File: config.mk
export PLATFORM = sky130hd
export DESIGN_NAME = icache_req_buf
export DESIGN_NICKNAME = d
export VERILOG_FILES = /design/src/icache_pkg.sv /design/src/icache_req_buf.sv
export SDC_FILE = /design/constraint.sdc
export NUM_CORES = 1
export LEC_CHECK = 0
export BUFFER_PORTS_ARGS = -buffer_cell sky130_fd_sc_hd__buf_2
export CORE_ASPECT_RATIO = 1.1
export CORE_MARGIN = 5
export CORE_UTILIZATION = 37
export CTS_BUF_LIST = sky130_fd_sc_hd__clkbuf_2 sky130_fd_sc_hd__clkbuf_4 sky130_fd_sc_hd__clkbuf_8
export DETAILED_ROUTE_END_ITERATION = 16
export GPL_TIMING_DRIVEN = 0
export PLACE_DENSITY = 0.82
export SYNTH_ARGS = -nofsm -noshare
export SYNTH_HDL_FRONTEND = slang
export SYNTH_SLANG_ARGS = --single-unit
File: constraint.sdc
create_clock -name clk -period 0.8 [get_ports clk]
set_input_delay 0 -clock clk [delete_from_list [all_inputs] [get_ports clk]]
set_output_delay 0 -clock clk [all_outputs]
set_load 0.02 [all_outputs]
File: src/icache_pkg.sv
`default_nettype none

package icache_pkg;

    ////////////////////////////////////////////////////////////////////////
    // fetch side widths
    ////////////////////////////////////////////////////////////////////////

    // byte address, one word per instruction
    parameter int addr_width = 32;

    typedef logic [31:0] word_t;

    // addi x0, x0, 0
    parameter word_t nop_instr = 32'h0000_0013;

    ////////////////////////////////////////////////////////////////////////
    // memory side
    ////////////////////////////////////////////////////////////////////////

    // size code: 0 byte, 1 half, 2 word
    parameter logic [1:0] mem_size_word = 2'd2;

    ////////////////////////////////////////////////////////////////////////
    // controller states
    ////////////////////////////////////////////////////////////////////////

    typedef enum logic [2:0] {
        idle,
        lookup,
        miss_req,
        miss_wait,
        refill_done
    } st_e;

endpackage

`default_nettype wire

File: src/icache_req_buf.sv
`default_nettype none

module icache_req_buf (
    input  logic                              clk,
    input  logic                              rst_n,
    input  logic                              we,
    input  logic [icache_pkg::addr_width-1:0] addr,
    input  logic                              inv,
    output logic [icache_pkg::addr_width-1:0] buf_addr,
    output logic                              buf_inv
);

    // op flag decides the path after lookup, so it comes out of reset clear
    always_ff @(posedge clk) begin
        if (!rst_n) begin
            buf_inv <= 1'b0;
        end else if (we) begin
            buf_inv <= inv;
        end
    end

    // address is payload only
    always_ff @(posedge clk) begin
        if (we) begin
            buf_addr <= addr;
        end
    end

endmodule

`default_nettype wire

==> run metrics <==
fmax roughly 1.1 GHz; die area roughly 0.0038 mm²; vias in the first global route 800; Cell Chain, Critical Path buf_6; Synthesized Nets slightly above 70; final max-slew violation count 0; first-pass GRT wire length slightly above 4000 µm; Setup TNS -2.22 ns; Reg area around 980 µm²; core area approximately 0.0025 mm²; dpl cell area 0.00138 mm²; clock latency at the later pin of the worst-skew pair 0.33 ns; # Post-CTS Setup Buffers 0; # placed instances around 130; XOR/XNOR Fraction of Synth Area 0; multi-input logic area 16.3 µm²; Chip Width between 50 and 60 µm; Row Count 19; Antenna Nets Post-Route 0; Max stage delay on crit path approximately 0.44 ns; PwrDens between 2000 and 2500 mW/mm²; Peak VDD IR 0.00212 V; First DRT Iteration DRCs 6; RSZ-0062 raised after global routing yes; clock transition at the registers of the reported paths 0.10 ns; clk sink count 33; Setup crit end kind primary output; Worst Hold Class in2reg; Setup Skew 0 ns; Crit Path Class reg2out; CTS tree yes; Tot Pwr roughly 4 mW; DRC 0; worst-path fanout max 1; Slowest-stage cell, CP edfxtp_1; # diodes 0; DR WL/cell roughly 16 µm; Post-Synthesis Cells 35; WL final slightly below 3000 µm; Netlist Area Pre-Place approximately 1000 µm²; chip height 64.5 µm; fin util 0.760; Avg Vias per Cell ~4.4; worst endpoint data arrival time ~0.94 ns; H-Tree Depth 2; Final setup violation count 33; Via Count 771; largest net degree at the start of global routing 34; Finished Cell Area about 0.0019 mm²; largest family of logic cells by synthesized area multiplexers; setup ws final -0.142 ns; CTS Root Cell clkbuf_4; Seq/Total Area, Yosys 0.984; syn_area_per_cell about 28 µm²; grt ovf 0; simple-gate share of the synthesized area 0.00627; Worst Path Required approximately 0.8 ns; Static Leak roughly 0.83 nW; post-synthesis adder-cell area fraction 0; Max-Cap Viols 0; Rel. slew slack 0.535; total iterations of the first detailed-routing run 3; area grow syn2layout 94.0%; Final min period 0.942 ns; Top Family by Delay on Critical Path flip-flops; clock tree buffer depth 2; synth unique cells 4; Initial Utilization 0.392; routability congestion estimate 0.666; cts bufs inserted 5; failing checks setup timing; Startpoint Class flip-flop; final net count 180; Fillers 150; initial antenna violation count 0; Final period util 1.18; Worst Tran Pin Value between 0.6 and 0.7 ns; Synthesis Warnings 0; outcome complete, but fails checks; Non-Filler Instances 176; GRT Util Overall 0.154; post-synthesis compound-gate area fraction 0; layout cells sized above 1 0.524; mux contribution to synthesized area 0.0100; final count of hold timing violations 0; I/O Buffers 68; WP buf/inv 1; io pins 69; register bit total from synthesis 33
report_power, final:
part | switching [mW] | total, mW | internal (mW)
clock | 0.520 | 1.20 | 0.684
combinational | 0.310 | 0.664 | 0.355
sequential | 0.0561 | 2.10 | 2.05
total | 0.885 | 3.97 | 3.09
through the flow:
step	hold slack (ns)	setup slack (ns)
2_1_floorplan	0.0989	0.132
3_3_place_gp	0.177	-0.151
3_5_place_dp	0.178	-0.197
4_1_cts	0.253	-0.111
5_1_grt	0.265	-0.164
6_report	0.250	-0.142
cell families (layout without fill, tap and decap cells):
group,count (synthesis),in the layout
muxes,1,1
DFF,33,33
buffers and inverters,0,110
and+or+nand+nor,1,1
path summary, 6_finish.rpt:
path	startpoint	endpoint	slack [ns]	cells after the start
setup / recovery	buf_addr[28]$_DFFE_PP_	buf_addr[28]	-0.14	1
hold reg to reg	buf_inv$_SDFFE_PN0P_	buf_inv$_SDFFE_PN0P_	0.56	2
hold / removal	we	buf_addr[10]$_DFFE_PP_	0.25	1
setup reg to reg	buf_inv$_SDFFE_PN0P_	buf_inv$_SDFFE_PN0P_	0.17	2
layout make-up:
class	instances	area share
well taps	31	0.0201
clock inverters	2	0.0175
flip-flops and latches	33	0.508
clock buffers	6	0.0233
repair buffers	102	0.423
multi-input cells	2	0.00841
state kept, by name (all words and copies together), names as in the netlist:
register,cells
buf_inv,1
buf_addr,32
layout by cell type (no fill, tap or decap):
master         synthesis  routed
nor2b_1                1       1
buf_6                  0      22
dfxtp_2                0       1
edfxtp_1              32      32
dlygate4sd3_1          0      34
clkinv_1               0       1
mux2i_1                1       1
buf_2                  0      46
bufinv_16              0       1
clkbuf_4               0       6
cell usage after synthesis:
| cell type | instances | area [µm²] |
|---|---|---|
| nor2b_1 | 1 | 6.26 |
| dfxtp_1 | 1 | 20.0 |
| edfxtp_1 | 32 | 961 |
| mux2i_1 | 1 | 10.0 |
timing repair:
action                                  in CTS  in global routing
hold buffers                                34                  0
gates resized for setup                     15                 30
endpoints found under the setup margin      33                 33
hold endpoints to repair                    33                  0
routing by layer:
layer	part of all wire	up-vias	global-route usage	wire (µm)
li1	-	358	-	-
met1	0.33	350	0.154	957
met2	0.49	58	0.246	1430
met3	0.16	5	0.117	471
met4	0.013	0	0.0499	38
met5	0	-	0	0
Note: power is estimated with default switching activity, not from simulation.
