==> src/icache_lru.sv <==
`default_nettype none

module icache_lru #(
    parameter int index_width = 4
) (
    input  logic                   clk,
    input  logic                   rst_n,
    input  logic [index_width-1:0] index,
    input  logic                   use_way0,
    input  logic                   use_way1,
    output logic                   victim
);

    localparam int sets = 1 << index_width;

    // one bit per set, names the way used least recently
    logic lru_q [sets];

    always_ff @(posedge clk) begin
        if (!rst_n) begin
            for (int s = 0; s < sets; s++) begin
                lru_q[s] <= 1'b0;
            end
        end else if (use_way0) begin
            lru_q[index] <= 1'b1;
        end else if (use_way1) begin
            lru_q[index] <= 1'b0;
        end
    end

    // refill goes to the lru way of the buffered set
    assign victim = lru_q[index];

endmodule

`default_nettype wire

==> config.mk <==
export PLATFORM = sky130hd
export DESIGN_NAME = icache_lru
export DESIGN_NICKNAME = d
export VERILOG_FILES = /design/src/icache_lru.sv
export SDC_FILE = /design/constraint.sdc
export NUM_CORES = 1
export LEC_CHECK = 0
export BUFFER_PORTS_ARGS = -buffer_cell sky130_fd_sc_hd__buf_4
export CELL_PAD_IN_SITES_DETAIL_PLACEMENT = 1
export CELL_PAD_IN_SITES_GLOBAL_PLACEMENT = 1
export CORE_MARGIN = 2
export CORE_UTILIZATION = 35
export DETAILED_ROUTE_END_ITERATION = 16
export GPL_ROUTABILITY_DRIVEN = 0
export PLACE_DENSITY = 0.66
export SLEW_MARGIN = 20
export SYNTH_ARGS = -nofsm -noshare
export SYNTH_HDL_FRONTEND = slang
export SYNTH_SLANG_ARGS = --single-unit
==> constraint.sdc <==
create_clock -name clk -period 0.9 [get_ports clk]
set_input_delay 0.045 -clock clk [delete_from_list [all_inputs] [get_ports clk]]
set_output_delay 0.045 -clock clk [all_outputs]
set_load 0.05 [all_outputs]
==> flow_summary.json <==
{
  "status": "complete, but fails checks",
  "violations": "setup timing",
  "fin_nets": 117,
  "dr.pass1.iters": 4,
  "reg2reg_from": "lru_q[1]$_DFF_P_",
  "grt_max_degree": 17,
  "initial_core_util_pct": 36.4,
  "regMostFlops": "lru_q",
  "routed_wl_um": 2320,
  "ant_nets": 0,
  "fillers": 272,
  "die_w_um": 54.3,
  "postSynthCellCount": 83,
  "synthArstFlopShare_pct": 0,
  "antenna_found_initial": 0,
  "clk_latency_ns": 0.29,
  "yosys.cell_types.count": 22,
  "critPathArrivalTime_ns": 1.52,
  "maxCapViolCount": 0,
  "endpoint": "victim",
  "finalCriticalPeriod_ns": 1.57,
  "die_y_um": 54.3,
  "cts_made_buffers": 3,
  "synth-edff-count": 0,
  "cp.required_ns": 0.85,
  "via_per_inst": 5.57,
  "dp_hpwl_um": 1720,
  "fmax_mhz": 638,
  "ios": 9,
  "startpoint_type": "flip-flop",
  "register_area_um2": 322,
  "cts.clk_slew.worst_paths_ns": 0.11,
  "wire_per_inst_um": 16.8,
  "reg.largest.list": "lru_q x16",
  "slew_headroom_pct": 77.6,
  "coreArea_um2": 2430,
  "rsz0062_at_grt": "yes",
  "p_comb_share_pct": 20.2,
  "final_common_cell": "buf_4",
  "p_switching_mw": 0.429,
  "final_cell_mix": "buf_4 (26), dfxtp_1 (15), nand2_1 (10)",
  "end_kind": "output pin",
  "yosys_warnings": 0,
  "rows": 18,
  "antenna_cells": 0,
  "synthFlopType": "dfxtp_1",
  "cts_hold_buf": 0,
  "reg2reg_depth": 2,
  "p_seq_share_pct": 47.7,
  "multi_input_area_um2": 571,
  "largest_reg_flops": 16,
  "clockBufferDepth": 2,
  "drive_above_1_share_pct": 47.2,
  "num_vias": 769,
  "ys_seq_elements": 16,
  "grt_usage_pct": 18.7,
  "r2r-end": "lru_q[1]$_DFF_P_",
  "cts_root_buf": "clkbuf_4",
  "pwr_density_cell_nw_per_um2": 1270,
  "clockPowerShare_pct": 32.1,
  "worstPathMaxFanout": 2,
  "holdCritPathClass": "in2reg",
  "fin_crit_sh_pct": 174,
  "ff2ff_setup_slack_ns": 0.24,
  "cts_tree": "yes",
  "port_buffers": 8,
  "preCtsSetupSlack_ns": -0.363,
  "worst_pin_slew_ns": 0.336,
  "hold_viol_final": 0,
  "final_util_pct": 50.0,
  "swShare_pct": 27.7,
  "power.internal_mw": 1.12,
  "dieArea_um2": 2950,
  "setup_viol": 1,
  "path_class": "reg2out",
  "vdd_drop_max_mv": 1.31,
  "drv_slew": 0,
  "grt_pass1_vias": 797,
  "cts_sinks": 16,
  "syn2layout_area_growth_pct": 37.3,
  "syn-num-nets": 91,
  "layout_setup_ws_ns": -0.667,
  "cts_max_level": 1,
  "grt_pass1_wl_um": 3840,
  "route.detailed.drc": 0,
  "power_mw": 1.55,
  "power.leakage_nw": 0.416,
  "syn_area_per_cell_um2": 10.7,
  "cp-startpoint": "lru_q[15]$_DFF_P_",
  "mappedNetlistArea_um2": 886,
  "synth_seq_area_share_pct": 36.2,
  "overflow": 0,
  "fin_skew_ns": 0,
  "drt-initial-drc-count": 14
}
## synthesized netlist by cell type (4+ instances only)
library cell	number	area share [%]
o31ai_1	4	3.4
o311ai_1	4	4.0
mux2i_1	8	9.0
nand2_1	10	4.2
nor4_1	6	4.2
o41ai_1	4	4.0
o211ai_1	4	3.4
buf_2	4	2.3
nand2b_1	5	3.5
dfxtp_1	16	36
mux4_2	4	10
## power groups by stage
stage	Clock (mW)	Combinational, mW	Sequential (mW)
detailed placement	0	0.310	0.755
global route	0.533	0.338	0.742
global placement	0	0.304	0.754
floorplan	0	0.173	0.752
finish	0.498	0.313	0.739
CTS	0.515	0.314	0.739
## metrics by stage
step | cells | TNS, ns | hold WS [ns] | cell area [um2]
floorplan | 83 | -0.466 | 0.325 | 951
global placement | 134 | -1.80 | 0.396 | 1170
detailed placement | 134 | -2.19 | 0.407 | 1170
CTS | 138 | -0.684 | 0.0829 | 1220
global route | 138 | -0.727 | 0.0940 | 1220
finish | 138 | -0.667 | 0.0937 | 1220
## kinds of logic after synthesis
kind of cell | synth area share (%)
multiplexers | 19.2
AND/OR/NAND/NOR | 17.5
buffers and inverters | 5.23
AO/OA/AOI/OAI | 21.9
flip-flops | 36.2
## critical path, stage by stage, from the launching register on
cell and delay (ns):
dfxtp_2 0.34, mux4_2 0.47, nand3_2 0.08, nand4_1 0.14, buf_6 0.19
## worst min path at each step
stage | startpoint | cells past startpoint | slack [ns] | endpoint
floorplan | use_way0 | 2 | 0.32 | lru_q[15]$_DFF_P_
global placement | index[1] | 2 | 0.40 | lru_q[13]$_DFF_P_
detailed placement | index[1] | 2 | 0.41 | lru_q[13]$_DFF_P_
CTS | index[1] | 2 | 0.08 | lru_q[13]$_DFF_P_
global route | index[1] | 2 | 0.09 | lru_q[13]$_DFF_P_
finish | index[1] | 2 | 0.09 | lru_q[13]$_DFF_P_
## routing by layer
layer  vias up  routed length [um]  global-route usage (%)
li1        379                   -                       -
met1       377                1100                    23.1
met2        11                1120                    32.1
met3         2                  83                    6.28
met4         0                  14                    2.50
met5         -                   0                       0
## area by class of cell
type / instances / area share, %
clock buffers: 4 / 2.98
inverters: 1 / 0.309
multi-input cells: 58 / 46.9
flip-flops and latches: 16 / 26.4
well taps: 30 / 3.09
repair buffers: 29 / 20.3
## repair_timing
| item | CTS | global route |
|---|---|---|
| endpoints found under the setup margin | 1 | 1 |
| gates resized for setup | 3 | 0 |
| buffers inserted | 0 | 0 |
| hold endpoints to repair | 0 | 0 |
| pin swaps | 2 | 0 |
Power figures use the tool's default switching activity.
