--- src/icache_pkg.sv ---
`default_nettype none

package icache_pkg;

    ////////////////////////////////////////////////////////////////////////
    // fetch side widths
    ////////////////////////////////////////////////////////////////////////

    // byte address, one word per instruction
    parameter int addr_width = 32;

    typedef logic [31:0] word_t;

    // addi x0, x0, 0
    parameter word_t nop_instr = 32'h0000_0013;

    ////////////////////////////////////////////////////////////////////////
    // memory side
    ////////////////////////////////////////////////////////////////////////

    // size code: 0 byte, 1 half, 2 word
    parameter logic [1:0] mem_size_word = 2'd2;

    ////////////////////////////////////////////////////////////////////////
    // controller states
    ////////////////////////////////////////////////////////////////////////

    typedef enum logic [2:0] {
        idle,
        lookup,
        miss_req,
        miss_wait,
        refill_done
    } st_e;

endpackage

`default_nettype wire

--- src/icache_fetch_sel.sv ---
`default_nettype none

module icache_fetch_sel #(
    parameter int offset_width = 2
) (
    input  logic                           clk,
    input  logic                           rst_n,
    input  logic [(32<<offset_width)-1:0]  line0,
    input  logic [(32<<offset_width)-1:0]  line1,
    input  logic [(32<<offset_width)-1:0]  mem_line,
    input  logic                           sel_way,
    input  logic                           sel_return,
    input  logic [offset_width-1:0]        sel_word,
    input  logic                           stall,
    input  logic                           valid_in,
    output logic                           resp_valid,
    output logic [63:0]                    resp_instr,
    output logic                           resp_pair
);

    localparam int words = 1 << offset_width;

    logic [(32<<offset_width)-1:0] line_sel;
    logic [offset_width-1:0]       next_word;
    logic                          last_word;
    icache_pkg::word_t             lo_word;
    icache_pkg::word_t             hi_word;
    logic [63:0]                   pair_q;
    logic                          flag_q;
    logic                          hold_q;
    logic                          from_reg;

    // return path wins over the ways
    assign line_sel  = sel_return ? mem_line : (sel_way ? line1 : line0);
    assign next_word = sel_word + 1'b1;
    assign last_word = (sel_word == offset_width'(words - 1));
    assign lo_word   = line_sel[sel_word*32 +: 32];
    assign hi_word   = last_word ? icache_pkg::nop_instr : line_sel[next_word*32 +: 32];

    ////////////////////////////////////////////////////////////////////////
    // hold register
    ////////////////////////////////////////////////////////////////////////

    // refill answers come from the pair captured at the data_ok edge
    assign from_reg = hold_q || (sel_return && valid_in);

    always_ff @(posedge clk) begin
        if (!from_reg) begin
            pair_q <= {hi_word, lo_word};
            flag_q <= !last_word;
        end
    end

    always_ff @(posedge clk) begin
        if (!rst_n) begin
            hold_q <= 1'b0;
        end else begin
            hold_q <= stall && resp_valid;
        end
    end

    assign resp_valid = valid_in || hold_q;
    assign resp_instr = from_reg ? pair_q : {hi_word, lo_word};
    assign resp_pair  = from_reg ? flag_q : !last_word;

endmodule

`default_nettype wire

--- config.mk ---
export PLATFORM = sky130hd
export DESIGN_NAME = icache_fetch_sel
export DESIGN_NICKNAME = d
export VERILOG_FILES = /design/src/icache_pkg.sv /design/src/icache_fetch_sel.sv
export SDC_FILE = /design/constraint.sdc
export NUM_CORES = 1
export LEC_CHECK = 0
export BUFFER_PORTS_ARGS = -buffer_cell sky130_fd_sc_hd__buf_2
export CAP_MARGIN = 5
export CORE_AREA = 5 5 173 175
export DETAILED_ROUTE_END_ITERATION = 12
export DIE_AREA = 0 0 178 180
export PLACE_DENSITY = 0.5
export SKIP_CTS_REPAIR_TIMING = 1
export SYNTH_ARGS = -nofsm -noshare
export SYNTH_HDL_FRONTEND = slang
export SYNTH_SLANG_ARGS = --single-unit
export TNS_END_PERCENT = 100
--- constraint.sdc ---
create_clock -name clk -period 3.4 [get_ports clk]
set_clock_uncertainty 0.15 [all_clocks]
set_input_delay 0.85 -clock clk [delete_from_list [all_inputs] [get_ports clk]]
set_output_delay 0.85 -clock clk [all_outputs]
set_load 0.01 [all_outputs]
==> reports/metrics.csv <==
metric;value;unit
crit path time final;3.56;ns
ys async rst share;0;%
Syn. warnings;0;
max_slew headroom;77.8;%
Clk pin slew, worst setup/hold paths;0.06;ns
Clk pwr share;27.5;%
Die W;178;um
Avg Cell Area, Syn;10.9;um^2
Worst path top cell family by delay;multiplexers;
Reg power frac;24.3;%
die area;32000;um^2
crit-path cells;buf_16 > clkbuf_16 > buf_8 > mux2_4 > mux4_2 > a22o_1 > a21o_1 > buf_2;
DRC viols;0;
peak per-stage delay on the critical path;0.47;ns
failing checks;setup timing;
pin count of the biggest net entering global routing;41;
clock root buffer;clkbuf_16;
Max Root-Sink Buffers;2;
routed wire length;35200;um
H-tree depth;3;
Final Hold Viols;0;
Via-to-Cell Ratio;5.16;
CP Max Fanout;6;
core area;28300;um^2
number of setup violations in the final report;56;
CTS tree;done;
Yosys reg bits;66;
Fmax;281;MHz
first-pass GRT wire length;47200;um
PortBufs;457;
most frequent cells in the layout;buf_2 (431), mux4_2 (103), nand2_1 (90);
GRT overflow;0;
Worst EP required;2.40;ns
synth unique cells;31;
clk_lat worst skew;0.34;ns
Post-Syn Nets;1059;
critical path buffer and inverter count;4;
Setup TNS Final;-4.22;ns
Sw Ratio;32.8;%
HP Class;register to register;
Worst Path Arrival;2.56;ns
fill count;2789;
vias in the first global route;8132;
share of post-route cells with drive strength above 1;75.1;%
worst-margin pin slew;0.334;ns
Vias;8083;
HPWL after DPL;26000;um
synth top area cells;mux4_2 (32%), mux2_2 (20%), dfxtp_1 (18%), nand2_1 (4.8%), mux2i_1 (3.5%);
Layout area overhead;67.4;%
combinational power share;48.2;%
RSZ-0062 raised after global routing;yes;
Leak;0.00575;uW
Worst setup SP type;input pin;
area share of the largest cell type after synthesis;32.0;%
Worst Setup End Kind;output port;
mapped cell area;7240;um^2
crit path kind;input pin to output port;
final-report max-slew violation count;0;
area post-placement;10600;um^2
clk sinks;66;
Peak VDD IR;0.000238;V
internal power;2630;uW
initial antenna violation count;1;
EDFF count, synth;0;
GRT Overall Usage;19.2;%
DRT antenna net count;0;
commonest non-fill, non-tap cell in the layout;buf_2;
first-pass detailed-route iteration total;4;
post-route cell area;12100;um^2
sequential cell area fraction in the yosys report;18.2;%
wire length per cell;22.5;um
Nets;1571;
Die Y;180;um
Max Cap Viol;0;
Placer Congestion;0.826;
power per cell area;324;nW/um^2
Initial Utilization;25.6;%
NetSw;1290;uW
final worst path period share;105;%
Synth area leader;mux4_2;
CP max stage cell;mux4_2;
CTS buffer count;9;
Final Power;3920;uW
Iteration-0 DRC Markers;379;
Mapped Cells;666;
PnR worst setup slack;-0.165;ns
Top Ports;458;
Primary FF master, synth;dfxtp_1;
status;finished with violations;
Row Count;62;
Final Core Density;42.8;%
[per-layer routing]
metal / wire, um / GRT usage [%] / part of all wire [%]
met4: 957 / 6.16 / 2.7
met2: 18200 / 34.6 / 52
met5: 0 / 0 / 0
met1: 13400 / 22.5 / 38
met3: 2650 / 4.05 / 7.5
[metrics by stage]
step | instances | setup WS (ns) | hold slack, ns
6_report | 1567 | -0.165 | 0.294
5_1_grt | 1567 | -0.197 | 0.310
4_1_cts | 1535 | -0.296 | 0.288
3_5_place_dp | 1520 | -0.291 | 0.272
3_3_place_gp | 1520 | -0.287 | 0.268
2_1_floorplan | 666 | 0.0460 | 0.324
[tightest hold or removal path, stage by stage (launching register included)]
cell     delay (ns)
dfxtp_1        0.31
nand2_1        0.04
nand2_1        0.06
[power groups by stage]
stage	Clock (uW)	Sequential [uW]	Combinational, uW
2_1_floorplan	0	958	855
4_1_cts	1110	951	1590
5_1_grt	1150	964	2010
3_5_place_dp	0	967	1580
3_3_place_gp	0	964	1570
6_report	1080	954	1890
[area by class of cell]
| type | instances | area [um^2] | share of cell area [%] |
|---|---|---|---|
| Inverter | 1 | 16.3 | 0.134 |
| Antenna cell | 1 | 2.50 | 0.0206 |
| Timing Repair Buffer | 575 | 3820 | 31.5 |
| Clock buffer | 11 | 253 | 2.09 |
| Clock inverter | 4 | 75.1 | 0.619 |
| Multi-Input combinational cell | 525 | 6150 | 50.7 |
| Tap cell | 384 | 480 | 3.96 |
| Sequential cell | 66 | 1320 | 10.9 |
[cells in the mapped netlist, drive strengths merged, types with 2 or more instances]
library cell	number
a211o	16
a211oi	15
a21o	7
a22o	6
a22oi	31
a32oi	8
and2	16
buf	41
clkbuf	33
dfxtp	66
mux2	128
mux2i	25
mux4	103
nand2	92
nand2b	3
nand3	35
nor2	10
o2111ai	2
o211ai	4
o21ai	9
o221a	4
o22ai	6
or2	2
[registers in the layout, summed over array words and instances, names as in the netlist]
name and flops:
pair_q 64, flag_q 1, hold_q 1
[cell families after synthesis]
logic type | after synthesis | share of synthesized area, %
muxes | 256 | 55.5
and+or+nand+nor | 159 | 9.61
AOI/OAI and AO/OA | 109 | 11.6
buffers and inverters | 75 | 4.86
DFF | 66 | 18.2
adders and majority gates | 1 | 0.173
[final timing paths]
| check | to | start | depth (start not counted) | slack [ns] |
|---|---|---|---|---|
| max | resp_instr[31] | sel_way | 8 | -0.16 |
| min | pair_q[4] | pair_q[4] | 2 | 0.29 |
| max reg2reg | pair_q[49] | hold_q | 6 | 1.60 |
| min reg2reg | pair_q[4] | pair_q[4] | 2 | 0.29 |
Note: power is estimated with default switching activity, not from simulation.
