### config.mk
export PLATFORM = sky130hd
export DESIGN_NAME = icache_ctrl
export DESIGN_NICKNAME = d
export VERILOG_FILES = /design/src/icache_pkg.sv /design/src/icache_ctrl.sv
export SDC_FILE = /design/constraint.sdc
export NUM_CORES = 1
export LEC_CHECK = 0
export BUFFER_PORTS_ARGS = -buffer_cell sky130_fd_sc_hd__buf_2
export CAP_MARGIN = 20
export CELL_PAD_IN_SITES_DETAIL_PLACEMENT = 1
export CELL_PAD_IN_SITES_GLOBAL_PLACEMENT = 1
export CORE_ASPECT_RATIO = 1.5
export CORE_UTILIZATION = 34
export CTS_CLUSTER_SIZE = 24
export DETAILED_ROUTE_END_ITERATION = 7
export PLACE_DENSITY_LB_ADDON = 0.25
export SKIP_LAST_GASP = 1
export SYNTH_ARGS = -nofsm -noshare
export SYNTH_HDL_FRONTEND = slang
export SYNTH_SLANG_ARGS = --single-unit
export TNS_END_PERCENT = 50
### constraint.sdc
create_clock -name clk -period 4.46 [get_ports clk]
set_input_delay 0.892 -clock clk [delete_from_list [all_inputs] [get_ports clk]]
set_output_delay 0.892 -clock clk [all_outputs]
set_load 0.02 [all_outputs]
### src/icache_pkg.sv
`default_nettype none

package icache_pkg;

    ////////////////////////////////////////////////////////////////////////
    // fetch side widths
    ////////////////////////////////////////////////////////////////////////

    // byte address, one word per instruction
    parameter int addr_width = 32;

    typedef logic [31:0] word_t;

    // addi x0, x0, 0
    parameter word_t nop_instr = 32'h0000_0013;

    ////////////////////////////////////////////////////////////////////////
    // memory side
    ////////////////////////////////////////////////////////////////////////

    // size code: 0 byte, 1 half, 2 word
    parameter logic [1:0] mem_size_word = 2'd2;

    ////////////////////////////////////////////////////////////////////////
    // controller states
    ////////////////////////////////////////////////////////////////////////

    typedef enum logic [2:0] {
        idle,
        lookup,
        miss_req,
        miss_wait,
        refill_done
    } st_e;

endpackage

`default_nettype wire

### src/icache_ctrl.sv
`default_nettype none

module icache_ctrl #(
    parameter int  index_width  = 4,
    parameter int  offset_width = 2,
    localparam int tag_width    = icache_pkg::addr_width - index_width - offset_width - 2
) (
    input  logic                              clk,
    input  logic                              rst_n,
    input  logic                              fetch_valid,
    output logic                              fetch_ready,
    output logic                              buf_we,
    input  logic [icache_pkg::addr_width-1:0] buf_addr,
    input  logic                              buf_inv,
    input  logic [tag_width-1:0]              tag0,
    input  logic [tag_width-1:0]              tag1,
    input  logic                              victim,
    output logic                              use_way0,
    output logic                              use_way1,
    output logic [1:0]                        tag_we,
    output logic [1:0]                        line_we,
    output logic                              mem_req,
    output logic [icache_pkg::addr_width-1:0] mem_addr,
    output logic [1:0]                        mem_size,
    input  logic                              mem_addr_ok,
    input  logic                              mem_data_ok,
    input  logic                              stall,
    output logic                              resp_valid,
    output logic                              sel_way,
    output logic                              sel_return,
    output logic [offset_width-1:0]           sel_word
);

    localparam int sets    = 1 << index_width;
    localparam int low_bit = offset_width + 2;

    icache_pkg::st_e state_q, state_d;

    logic [1:0]             valid_q [sets];
    logic [index_width-1:0] buf_index;
    logic [tag_width-1:0]   buf_tag;
    logic [1:0]             hit_vec;
    logic                   inv_all;
    logic                   fill;

    assign buf_index = buf_addr[low_bit+index_width-1:low_bit];
    assign buf_tag   = buf_addr[icache_pkg::addr_width-1:low_bit+index_width];
    assign sel_word  = buf_addr[low_bit-1:2];

    // tags were read at acceptance, compared against the buffered tag
    assign hit_vec[0] = valid_q[buf_index][0] && (tag0 == buf_tag);
    assign hit_vec[1] = valid_q[buf_index][1] && (tag1 == buf_tag);

    ////////////////////////////////////////////////////////////////////////
    // state machine
    ////////////////////////////////////////////////////////////////////////

    always_comb begin
        state_d    = state_q;
        fetch_ready = 1'b0;
        resp_valid = 1'b0;
        mem_req    = 1'b0;
        sel_return = 1'b0;
        inv_all    = 1'b0;
        fill       = 1'b0;
        case (state_q)
            icache_pkg::idle: begin
                fetch_ready = 1'b1;
                if (fetch_valid) begin
                    state_d = icache_pkg::lookup;
                end
            end
            icache_pkg::lookup: begin
                if (buf_inv) begin
                    inv_all = 1'b1;
                    state_d = icache_pkg::idle;
                end else if (|hit_vec) begin
                    // hit, next fetch may be taken in the same cycle
                    resp_valid  = 1'b1;
                    fetch_ready = !stall;
                    if (!stall) begin
                        state_d = fetch_valid ? icache_pkg::lookup : icache_pkg::idle;
                    end
                end else begin
                    state_d = icache_pkg::miss_req;
                end
            end
            icache_pkg::miss_req: begin
                mem_req = 1'b1;
                if (mem_addr_ok) begin
                    state_d = icache_pkg::miss_wait;
                end
            end
            icache_pkg::miss_wait: begin
                // selector samples the returning line on the data_ok edge
                sel_return = 1'b1;
                if (mem_data_ok) begin
                    fill    = 1'b1;
                    state_d = icache_pkg::refill_done;
                end
            end
            icache_pkg::refill_done: begin
                resp_valid  = 1'b1;
                sel_return  = 1'b1;
                fetch_ready = !stall;
                if (!stall) begin
                    state_d = fetch_valid ? icache_pkg::lookup : icache_pkg::idle;
                end
            end
            default: begin
                state_d = icache_pkg::idle;
            end
        endcase
    end

    always_ff @(posedge clk) begin
        if (!rst_n) begin
            state_q <= icache_pkg::idle;
        end else begin
            state_q <= state_d;
        end
    end

    assign buf_we = fetch_valid && fetch_ready;

    ////////////////////////////////////////////////////////////////////////
    // valid bits, refill and lru strobes
    ////////////////////////////////////////////////////////////////////////

    always_ff @(posedge clk) begin
        if (!rst_n || inv_all) begin
            for (int s = 0; s < sets; s++) begin
                valid_q[s] <= 2'b00;
            end
        end else if (fill) begin
            valid_q[buf_index][victim] <= 1'b1;
        end
    end

    assign tag_we  = {fill && victim, fill && !victim};
    assign line_we = tag_we;
    // a repeated strobe while stalled leaves the lru bit where it is
    assign use_way0 = resp_valid && !sel_return ? hit_vec[0] : fill && !victim;
    assign use_way1 = resp_valid && !sel_return ? hit_vec[1] : fill && victim;
    assign sel_way  = hit_vec[1];

    // line-aligned request, one line per miss
    assign mem_addr = {buf_addr[icache_pkg::addr_width-1:low_bit], {low_bit{1'b0}}};
    assign mem_size = icache_pkg::mem_size_word;

endmodule

`default_nettype wire

==> out/results.tsv, run 1 <==
metric	value	unit
antenna_found_initial	1	
grt_first_pass_wirelength	10.95	mm
min_path_cells	1	
cts_tree	done	
clock-sinks	35	
die_x	71.96	µm
syn_area_per_cell	8.519	µm²
vias	2279	
crit_type	in -> out	
dp.cells	464	
r2r-start	state_q[2]	
setup_viol	0	
rsz0062_at_grt	no	
min_path_type	reg -> reg	
max_stage_delay	0.64	ns
holdCritStartpoint	valid_q[7][0]	
overflow	0	
port_buffers	123	
final_common_cell	buf_2	
hold_buffers	0	
cp_cell_sequence	buf_2 > mux4_1 > a22oi_2 > nand2_1 > nand3_2 > nand2_2 > a31o_1 > buf_2	
area_delta_synth_final	18.85	%
finalHoldViolCount	0	
syn_inst	293	
cts_root_buf	clkbuf_8	
initial_core_util	0.3571	
power.leakage	1.299	nW
place.gp.congestion	0.7610	
grt_pass1_vias	2331	
drc	0	
post_cts_buffers	0	
dp_slack	0.8434	ns
setup_ws	0.8505	ns
worst_pin_slew	0.9528	ns
min_to	valid_q[7][0]	
clock_path_buffers	2	
coreArea	6990	µm²
post-route-period-util	0.8093	
clk_latency	0.28	ns
powerDensity	242.1	nW/µm²
required	3.57	ns
dr.pass1.iters	3	
ys_seq_area_frac	0.2807	
arrival	2.72	ns
ys_ff_latch	35	
drtIter0Drc	43	
final_cells	472	
rrSetupSlack	2.55	ns
final.setup.tns	0	ns
drive_above_1_share	0.3680	
rows	37	
ir_drop	253.6	µV
status	completed	
htreeDepth	2	
hpwl	5.886	mm
end_kind	output pin	
postPlaceCellArea	2883	µm²
skew	0.004902	ns
async_flop_share	0	
rr_worst_depth	7	
routedWlPerCell	14.99	µm
drv_slew	0	
cts_resized	0	
final_cell_mix	buf_2, xnor2_1, nor2_1	
crit_top_cell	buf_2	
die_y	106.9	µm
die-area	7695	µm²
synth.distinct_cells	40	
ant_nets	0	
nNetsFinal	462	
crit_fanout	17	
clkSlewWorstSetupHoldPaths	0.07	ns
routed_wl	7.075	mm
drv_cap	0	
yosys_warnings	0	
worstSetupStartpointType	primary input	
cts_buffers	5	
total_power	0.7183	mW
fin_area	2967	µm²
via_per_inst	4.828	
regToRegEndpoint	valid_q[3][0]	
post-route-min-period	3.610	ns
syn_area	2496	µm²
synthFlopType	dfxtp_1	
grt_max_degree	22	
max_clock_freq	277.0	MHz
io_pins	136	
antenna_cells	0	
gr-usage-all-layers	0.1861	
cpMaxStageDelayCell	mux4_1	
relSlewSlack	0.3619	
synth_edf_count	0	
## routing by layer
metal	part of all wire	global-route usage	vias to the layer above
li1	-	-	1125
met1	0.36	0.1844	1049
met2	0.56	0.3780	94
met3	0.065	0.03477	9
met4	0.011	0.05182	2
met5	0.0018	0	-
## registers in the layout, summed over array words and instances (netlist names)
| signal | count |
|---|---|
| state_q | 3 |
| valid_q | 32 |
## kinds of logic (layout without fill, tap and decap cells)
kind of cell	Yosys count	in the layout	synth area share
buffers and inverters	57	135	0.1524
and+or+nand+nor	95	95	0.1865
other	2	6	0.003009
muxes	9	9	0.08521
DFF	35	35	0.2807
xor gates and xnor gates	48	48	0.1684
AOI/OAI and AO/OA	47	47	0.1238
## critical path: cells and delay by family
family,cells,cell delay [ns]
simple gates,3,0.30
mux,1,0.64
compound gates,2,0.40
buf+inv,2,0.48
## report_power, final
| group | internal (mW) | leakage, nW | switching (mW) |
|---|---|---|---|
| sequential | 0.314 | 0.282 | 0.00317 |
| combinational | 0.0784 | 0.969 | 0.0993 |
| clock | 0.107 | 0.0477 | 0.117 |
## synth_stat cells, types with 2 or more instances
cell type  number  area (µm²)
nand2b_1        3       18.77
o21ai_0         3       15.01
conb_1          2       7.510
nand2_1        12       45.04
dfxtp_1        35       700.7
xor2_1          2       17.52
inv_1           4       15.01
buf_2           4       20.02
nor4_1          4       25.02
a22oi_1         2       15.01
a22oi_2         2       25.02
buf_4          38       285.3
nor2b_1         3       18.77
mux4_1          6       157.7
nor3_1          6       30.03
nand3_1         3       15.01
nor2_1         41       153.9
a31oi_1         2       12.51
nor3b_1         2       15.01
mux4_2          2       45.04
nand4_1        11       68.82
clkbuf_1        9       33.78
a22o_1          3       26.28
nand3b_1        2       15.01
nand3_2         2       20.02
o21a_1         11       82.58
xnor2_1        46       402.9
a21oi_1        21       105.1
## metrics by stage
stage / utilization / hold slack [ns]
detailed placement: 0.4124 / 0.4493
floorplan: - / 0.4284
global placement: 0.4124 / 0.4399
global route: 0.4244 / 0.4747
finish: 0.4244 / 0.4643
CTS: 0.4244 / 0.4668
## cell type report
| type | count | area, µm² |
|---|---|---|
| clock inverters | 3 | 15.01 |
| inverters | 4 | 15.01 |
| flip-flops and latches | 35 | 700.7 |
| clock buffers | 5 | 68.82 |
| well taps | 97 | 121.4 |
| multi-input cells | 205 | 1430 |
| repair buffers | 123 | 615.6 |
| fillers | 878 | 4024 |
## how the worst max path moves through the flow
stage                      startpoint        to  slack, ns
after floorplan           buf_addr[6]  use_way1       1.28
after global placement    buf_addr[4]    buf_we       0.85
after detailed placement  buf_addr[4]    buf_we       0.84
after CTS                 buf_addr[4]    buf_we       0.83
after global routing      buf_addr[4]    buf_we       0.75
final                     buf_addr[4]    buf_we       0.85
Power figures use the tool's default switching activity.
==> run 2: changes to the inputs <==
--- a/config.mk
+++ b/config.mk
@@ -10,7 +10,7 @@
 export CELL_PAD_IN_SITES_DETAIL_PLACEMENT = 1
 export CELL_PAD_IN_SITES_GLOBAL_PLACEMENT = 1
 export CORE_ASPECT_RATIO = 1.5
-export CORE_UTILIZATION = 34
+export CORE_UTILIZATION = 28
 export CTS_CLUSTER_SIZE = 24
 export DETAILED_ROUTE_END_ITERATION = 7
 export PLACE_DENSITY_LB_ADDON = 0.25
==> constraint.sdc (replaced) <==
create_clock -name clk -period 3.2 [get_ports clk]
set_input_delay 0.64 -clock clk [delete_from_list [all_inputs] [get_ports clk]]
set_output_delay 0.64 -clock clk [all_outputs]
set_load 0.02 [all_outputs]
==> out/results.tsv, run 2 (synthesis results as in run 1) <==
metric	value	unit
status	completed	
setup_viol	0	
seqPwrFrac	0.389	
arrival	2.37	ns
power.leakage	1.334	nW
clk_latency	0.28	ns
via_per_inst	4.833	
cts_buffers	5	
regMostFlops	valid_q	
routed_wl	7.409	mm
cpMaxStageDelayCell	mux4_1	
worst_pin_slew	0.9230	ns
skew	0.003661	ns
io_pins	136	
internal_power	0.8295	mW
reg.largest.list	valid_q (32), state_q (3)	
antenna_found_initial	0	
dr.pass1.iters	4	
initial_core_util	0.2931	
postPlaceCellArea	2925	µm²
timing.hold.ws	0.4613	ns
final_common_cell	buf_2	
hpwl	6.196	mm
fin_area	3057	µm²
ir_drop	209.4	µV
fillers	1054	
die_y	117.6	µm
vias	2339	
cts_root_buf	clkbuf_16	
cts_tree	done	
combPwrFrac	0.224	
crit_start	buf_addr[4]	
clkSlewWorstSetupHoldPaths	0.05	ns
rows	41	
cts_resized	0	
powerDensity	372.6	nW/µm²
clock-sinks	35	
clock_path_buffers	2	
nNetsFinal	466	
final_core_util	0.3589	
die_x	79.09	µm
clock_power_share	0.387	
overflow	0	
max_stage_delay	0.59	ns
relSlewSlack	0.3818	
final_cell_mix	buf_2, xnor2_1, nor2_1	
coreArea	8516	µm²
worstSetupStartpointType	primary input	
htreeDepth	2	
cp_cell_sequence	clkbuf_4 > mux4_1 > a22oi_1 > nand2_1 > nand3_2 > nand2_2 > a31o_1 > buf_2	
grt_first_pass_wirelength	11.55	mm
total_power	1.139	mW
drv_slew	0	
swShare	0.2718	
holdCritStartpoint	valid_q[14][0]	
path_buf_inv	2	
hold_buffers	0	
dp.cells	478	
place.gp.congestion	0.7394	
end_kind	output pin	
dp_slack	0.05304	ns
port_buffers	123	
rsz0062_at_grt	no	
area_delta_synth_final	22.46	%
switchingPower	0.3095	mW
gr-usage-all-layers	0.1600	
r2r-start	state_q[0]	
cp_top_family	multiplexers	
grt_pass1_vias	2352	
min_path_type	reg -> reg	
largest_reg_flops	32	
post_cts_buffers	0	
grt_max_degree	22	
die-area	9304	µm²
final_cells	484	
drc	0	
routedWlPerCell	15.31	µm
antenna_cells	0	
crit_type	in -> out	
setup_ws	0.1870	ns
required	2.56	ns
finalHoldViolCount	0	
max_clock_freq	331.9	MHz
drv_cap	0	
drtIter0Drc	55	
post-route-period-util	0.9416	
drive_above_1_share	0.3687	
final.setup.tns	0	ns
ant_nets	0	
crit_fanout	17	
post-route-min-period	3.013	ns
## run 2: cell types whose count changed in the layout (fill, tap and decap cells not counted), sizes merged
| cell | previous run | this run |
|---|---|---|
| buf | 123 | 126 |
| clkbuf | 5 | 7 |
| clkinv | 3 | 0 |
## run 2: cell type report
class | count | area [µm²] | share of cell area
tap | 107 | 133.9 | 0.04380
timing repair buffer | 127 | 648.1 | 0.2120
inverter | 4 | 15.01 | 0.004912
clock buffer | 6 | 128.9 | 0.04216
sequential | 35 | 700.7 | 0.2292
multi-input combinational | 205 | 1430 | 0.4679
## run 2: path summary, 6_finish.rpt
| check | end | slack, ns | cells past startpoint |
|---|---|---|---|
| hold reg to reg | valid_q[14][0] | 0.46 | 1 |
| setup / recovery | buf_we | 0.19 | 8 |
| hold / removal | valid_q[14][0] | 0.46 | 1 |
| setup reg to reg | valid_q[5][1] | 1.34 | 6 |
## run 2: layer usage
layer  up-vias  wire length (µm)  part of all wire  track usage
met3         9               535             0.072      0.02868
met1      1103              2584              0.35       0.1530
li1       1133                 -                 -            -
met4         0               136             0.018      0.05909
met2        94              4153              0.56       0.3217
met5         -                 0                 0            0
## run 2: power groups by stage
stage / sequential [mW] / clock (mW) / combinational, mW
after global routing: 0.442 / 0.478 / 0.278
after detailed placement: 0.452 / 0 / 0.259
after floorplan: 0.448 / 0 / 0.182
after global placement: 0.451 / 0 / 0.253
final: 0.443 / 0.441 / 0.256
after CTS: 0.442 / 0.455 / 0.260
==> run 3: changes to the inputs <==
--- a/config.mk
+++ b/config.mk
@@ -10,7 +10,9 @@
 export CELL_PAD_IN_SITES_DETAIL_PLACEMENT = 1
 export CELL_PAD_IN_SITES_GLOBAL_PLACEMENT = 1
 export CORE_ASPECT_RATIO = 1.5
-export CORE_UTILIZATION = 28
+export CORE_MARGIN = 2
+export CORE_UTILIZATION = 29
+export CTS_BUF_LIST = sky130_fd_sc_hd__clkbuf_8
 export CTS_CLUSTER_SIZE = 24
 export DETAILED_ROUTE_END_ITERATION = 7
 export PLACE_DENSITY_LB_ADDON = 0.25
==> out/results.tsv, run 3 (synthesis results as in run 1) <==
metric	value	unit
postPlaceCellArea	2925	µm²
fin_area	3020	µm²
vias	2339	
place.gp.congestion	0.7678	
hold_buffers	0	
grt_pass1_vias	2400	
clk_latency	0.29	ns
nNetsFinal	467	
arrival	2.37	ns
dr.pass1.iters	4	
post-route-period-util	0.9402	
clock_path_buffers	2	
die_x	79.75	µm
final_common_cell	buf_2	
via_per_inst	4.803	
io_pins	136	
largest_reg_flops	32	
fillers	1072	
initial_core_util	0.2967	
cts_tree	done	
rows	41	
worstSetupStartpointType	primary input	
worst_pin_slew	0.7708	ns
post-route-min-period	3.009	ns
rsz0062_at_grt	no	
multi_input_area	1430	µm²
cts_buffers	5	
htreeDepth	2	
seqCellArea	700.7	µm²
drv_slew	0	
final_core_util	0.3590	
drv_cap	0	
final_cell_mix	buf_2, xnor2_1, nor2_1	
power.leakage	1.322	nW
coreArea	8413	µm²
overflow	0	
routed_wl	7.426	mm
grt_first_pass_wirelength	11.34	mm
skew	0.007539	ns
regMostFlops	valid_q	
finalHoldViolCount	0	
max_clock_freq	332.4	MHz
routedWlPerCell	15.25	µm
status	completed	
crit_fanout	17	
ir_drop	205.9	µV
die-area	9381	µm²
min_path_type	reg -> reg	
final.setup.tns	0	ns
powerDensity	334.1	nW/µm²
gr-usage-all-layers	0.1538	
required	2.56	ns
drc	0	
die_y	117.6	µm
clock-sinks	35	
antenna_cells	0	
cts_root_buf	clkbuf_8	
drive_above_1_share	0.3737	
drtIter0Drc	73	
antenna_found_initial	0	
port_buffers	123	
ant_nets	0	
setup_viol	0	
reg.largest.list	valid_q (32), state_q (3)	
end_kind	output pin	
area_delta_synth_final	21.00	%
grt_max_degree	22	
crit_type	in -> out	
clkSlewWorstSetupHoldPaths	0.07	ns
relSlewSlack	0.4849	
timing.hold.ws	0.4625	ns
hpwl	6.161	mm
## run 3: cell types whose count changed in the layout (fill, tap and decap cells not counted), sizes merged
cell      before  now
clkinv         0    1
clkinvlp       0    1
inv            4    5
## run 3: worst max-delay path: stages
cell	delay, ns
clkbuf_4	0.27
mux4_1	0.59
a22oi_1	0.21
nand2_1	0.10
nand3_2	0.11
nand2_2	0.09
a31o_1	0.20
buf_2	0.15
## run 3: repair_timing
| action | in CTS | in global routing |
|---|---|---|
| endpoints found under the hold margin | 0 | 0 |
| buffers inserted | 0 | 0 |
| gates resized for setup | 0 | 1 |
| setup endpoints to repair | 0 | 3 |
## run 3: final timing paths
kind              slack (ns)        endpoint            from  cells after the start
setup reg to reg        1.27  valid_q[10][1]      state_q[0]                      6
setup / recovery        0.19          buf_we     buf_addr[4]                      8
hold / removal          0.46  valid_q[14][0]  valid_q[14][0]                      1
hold reg to reg         0.46  valid_q[14][0]  valid_q[14][0]                      1
## run 3: layout make-up
class                           count  area share
Clock buffer                        5     0.02278
Clock inverter                      3    0.005385
Inverter                            4    0.004971
Multi-Input combinational cell    205      0.4735
Sequential cell                    35      0.2320
Tap cell                          107     0.04432
Timing Repair Buffer              128      0.2171
## run 3: per-stage QoR
stage          instances  power [mW]  worst slack (ns)
2_1_floorplan        297      0.6300            0.5239
6_report             487       1.009            0.1915
3_3_place_gp         478      0.7062           0.09243
3_5_place_dp         478      0.7092           0.05659
5_1_grt              487       1.064           0.09430
4_1_cts              486       1.028           0.05566
## run 3: metal layers
| layer | global-route usage | routed length, µm |
|---|---|---|
| met1 | 0.1500 | 2702 |
| met2 | 0.3093 | 4058 |
| met3 | 0.02837 | 564 |
| met4 | 0.04979 | 100 |
| met5 | 0 | 0 |
## run 3: report_power, final
part | switching (mW) | internal, mW | leakage (nW)
Combinational | 0.143 | 0.114 | 0.995
Clock | 0.162 | 0.149 | 0.0453
Sequential | 0.00440 | 0.437 | 0.282
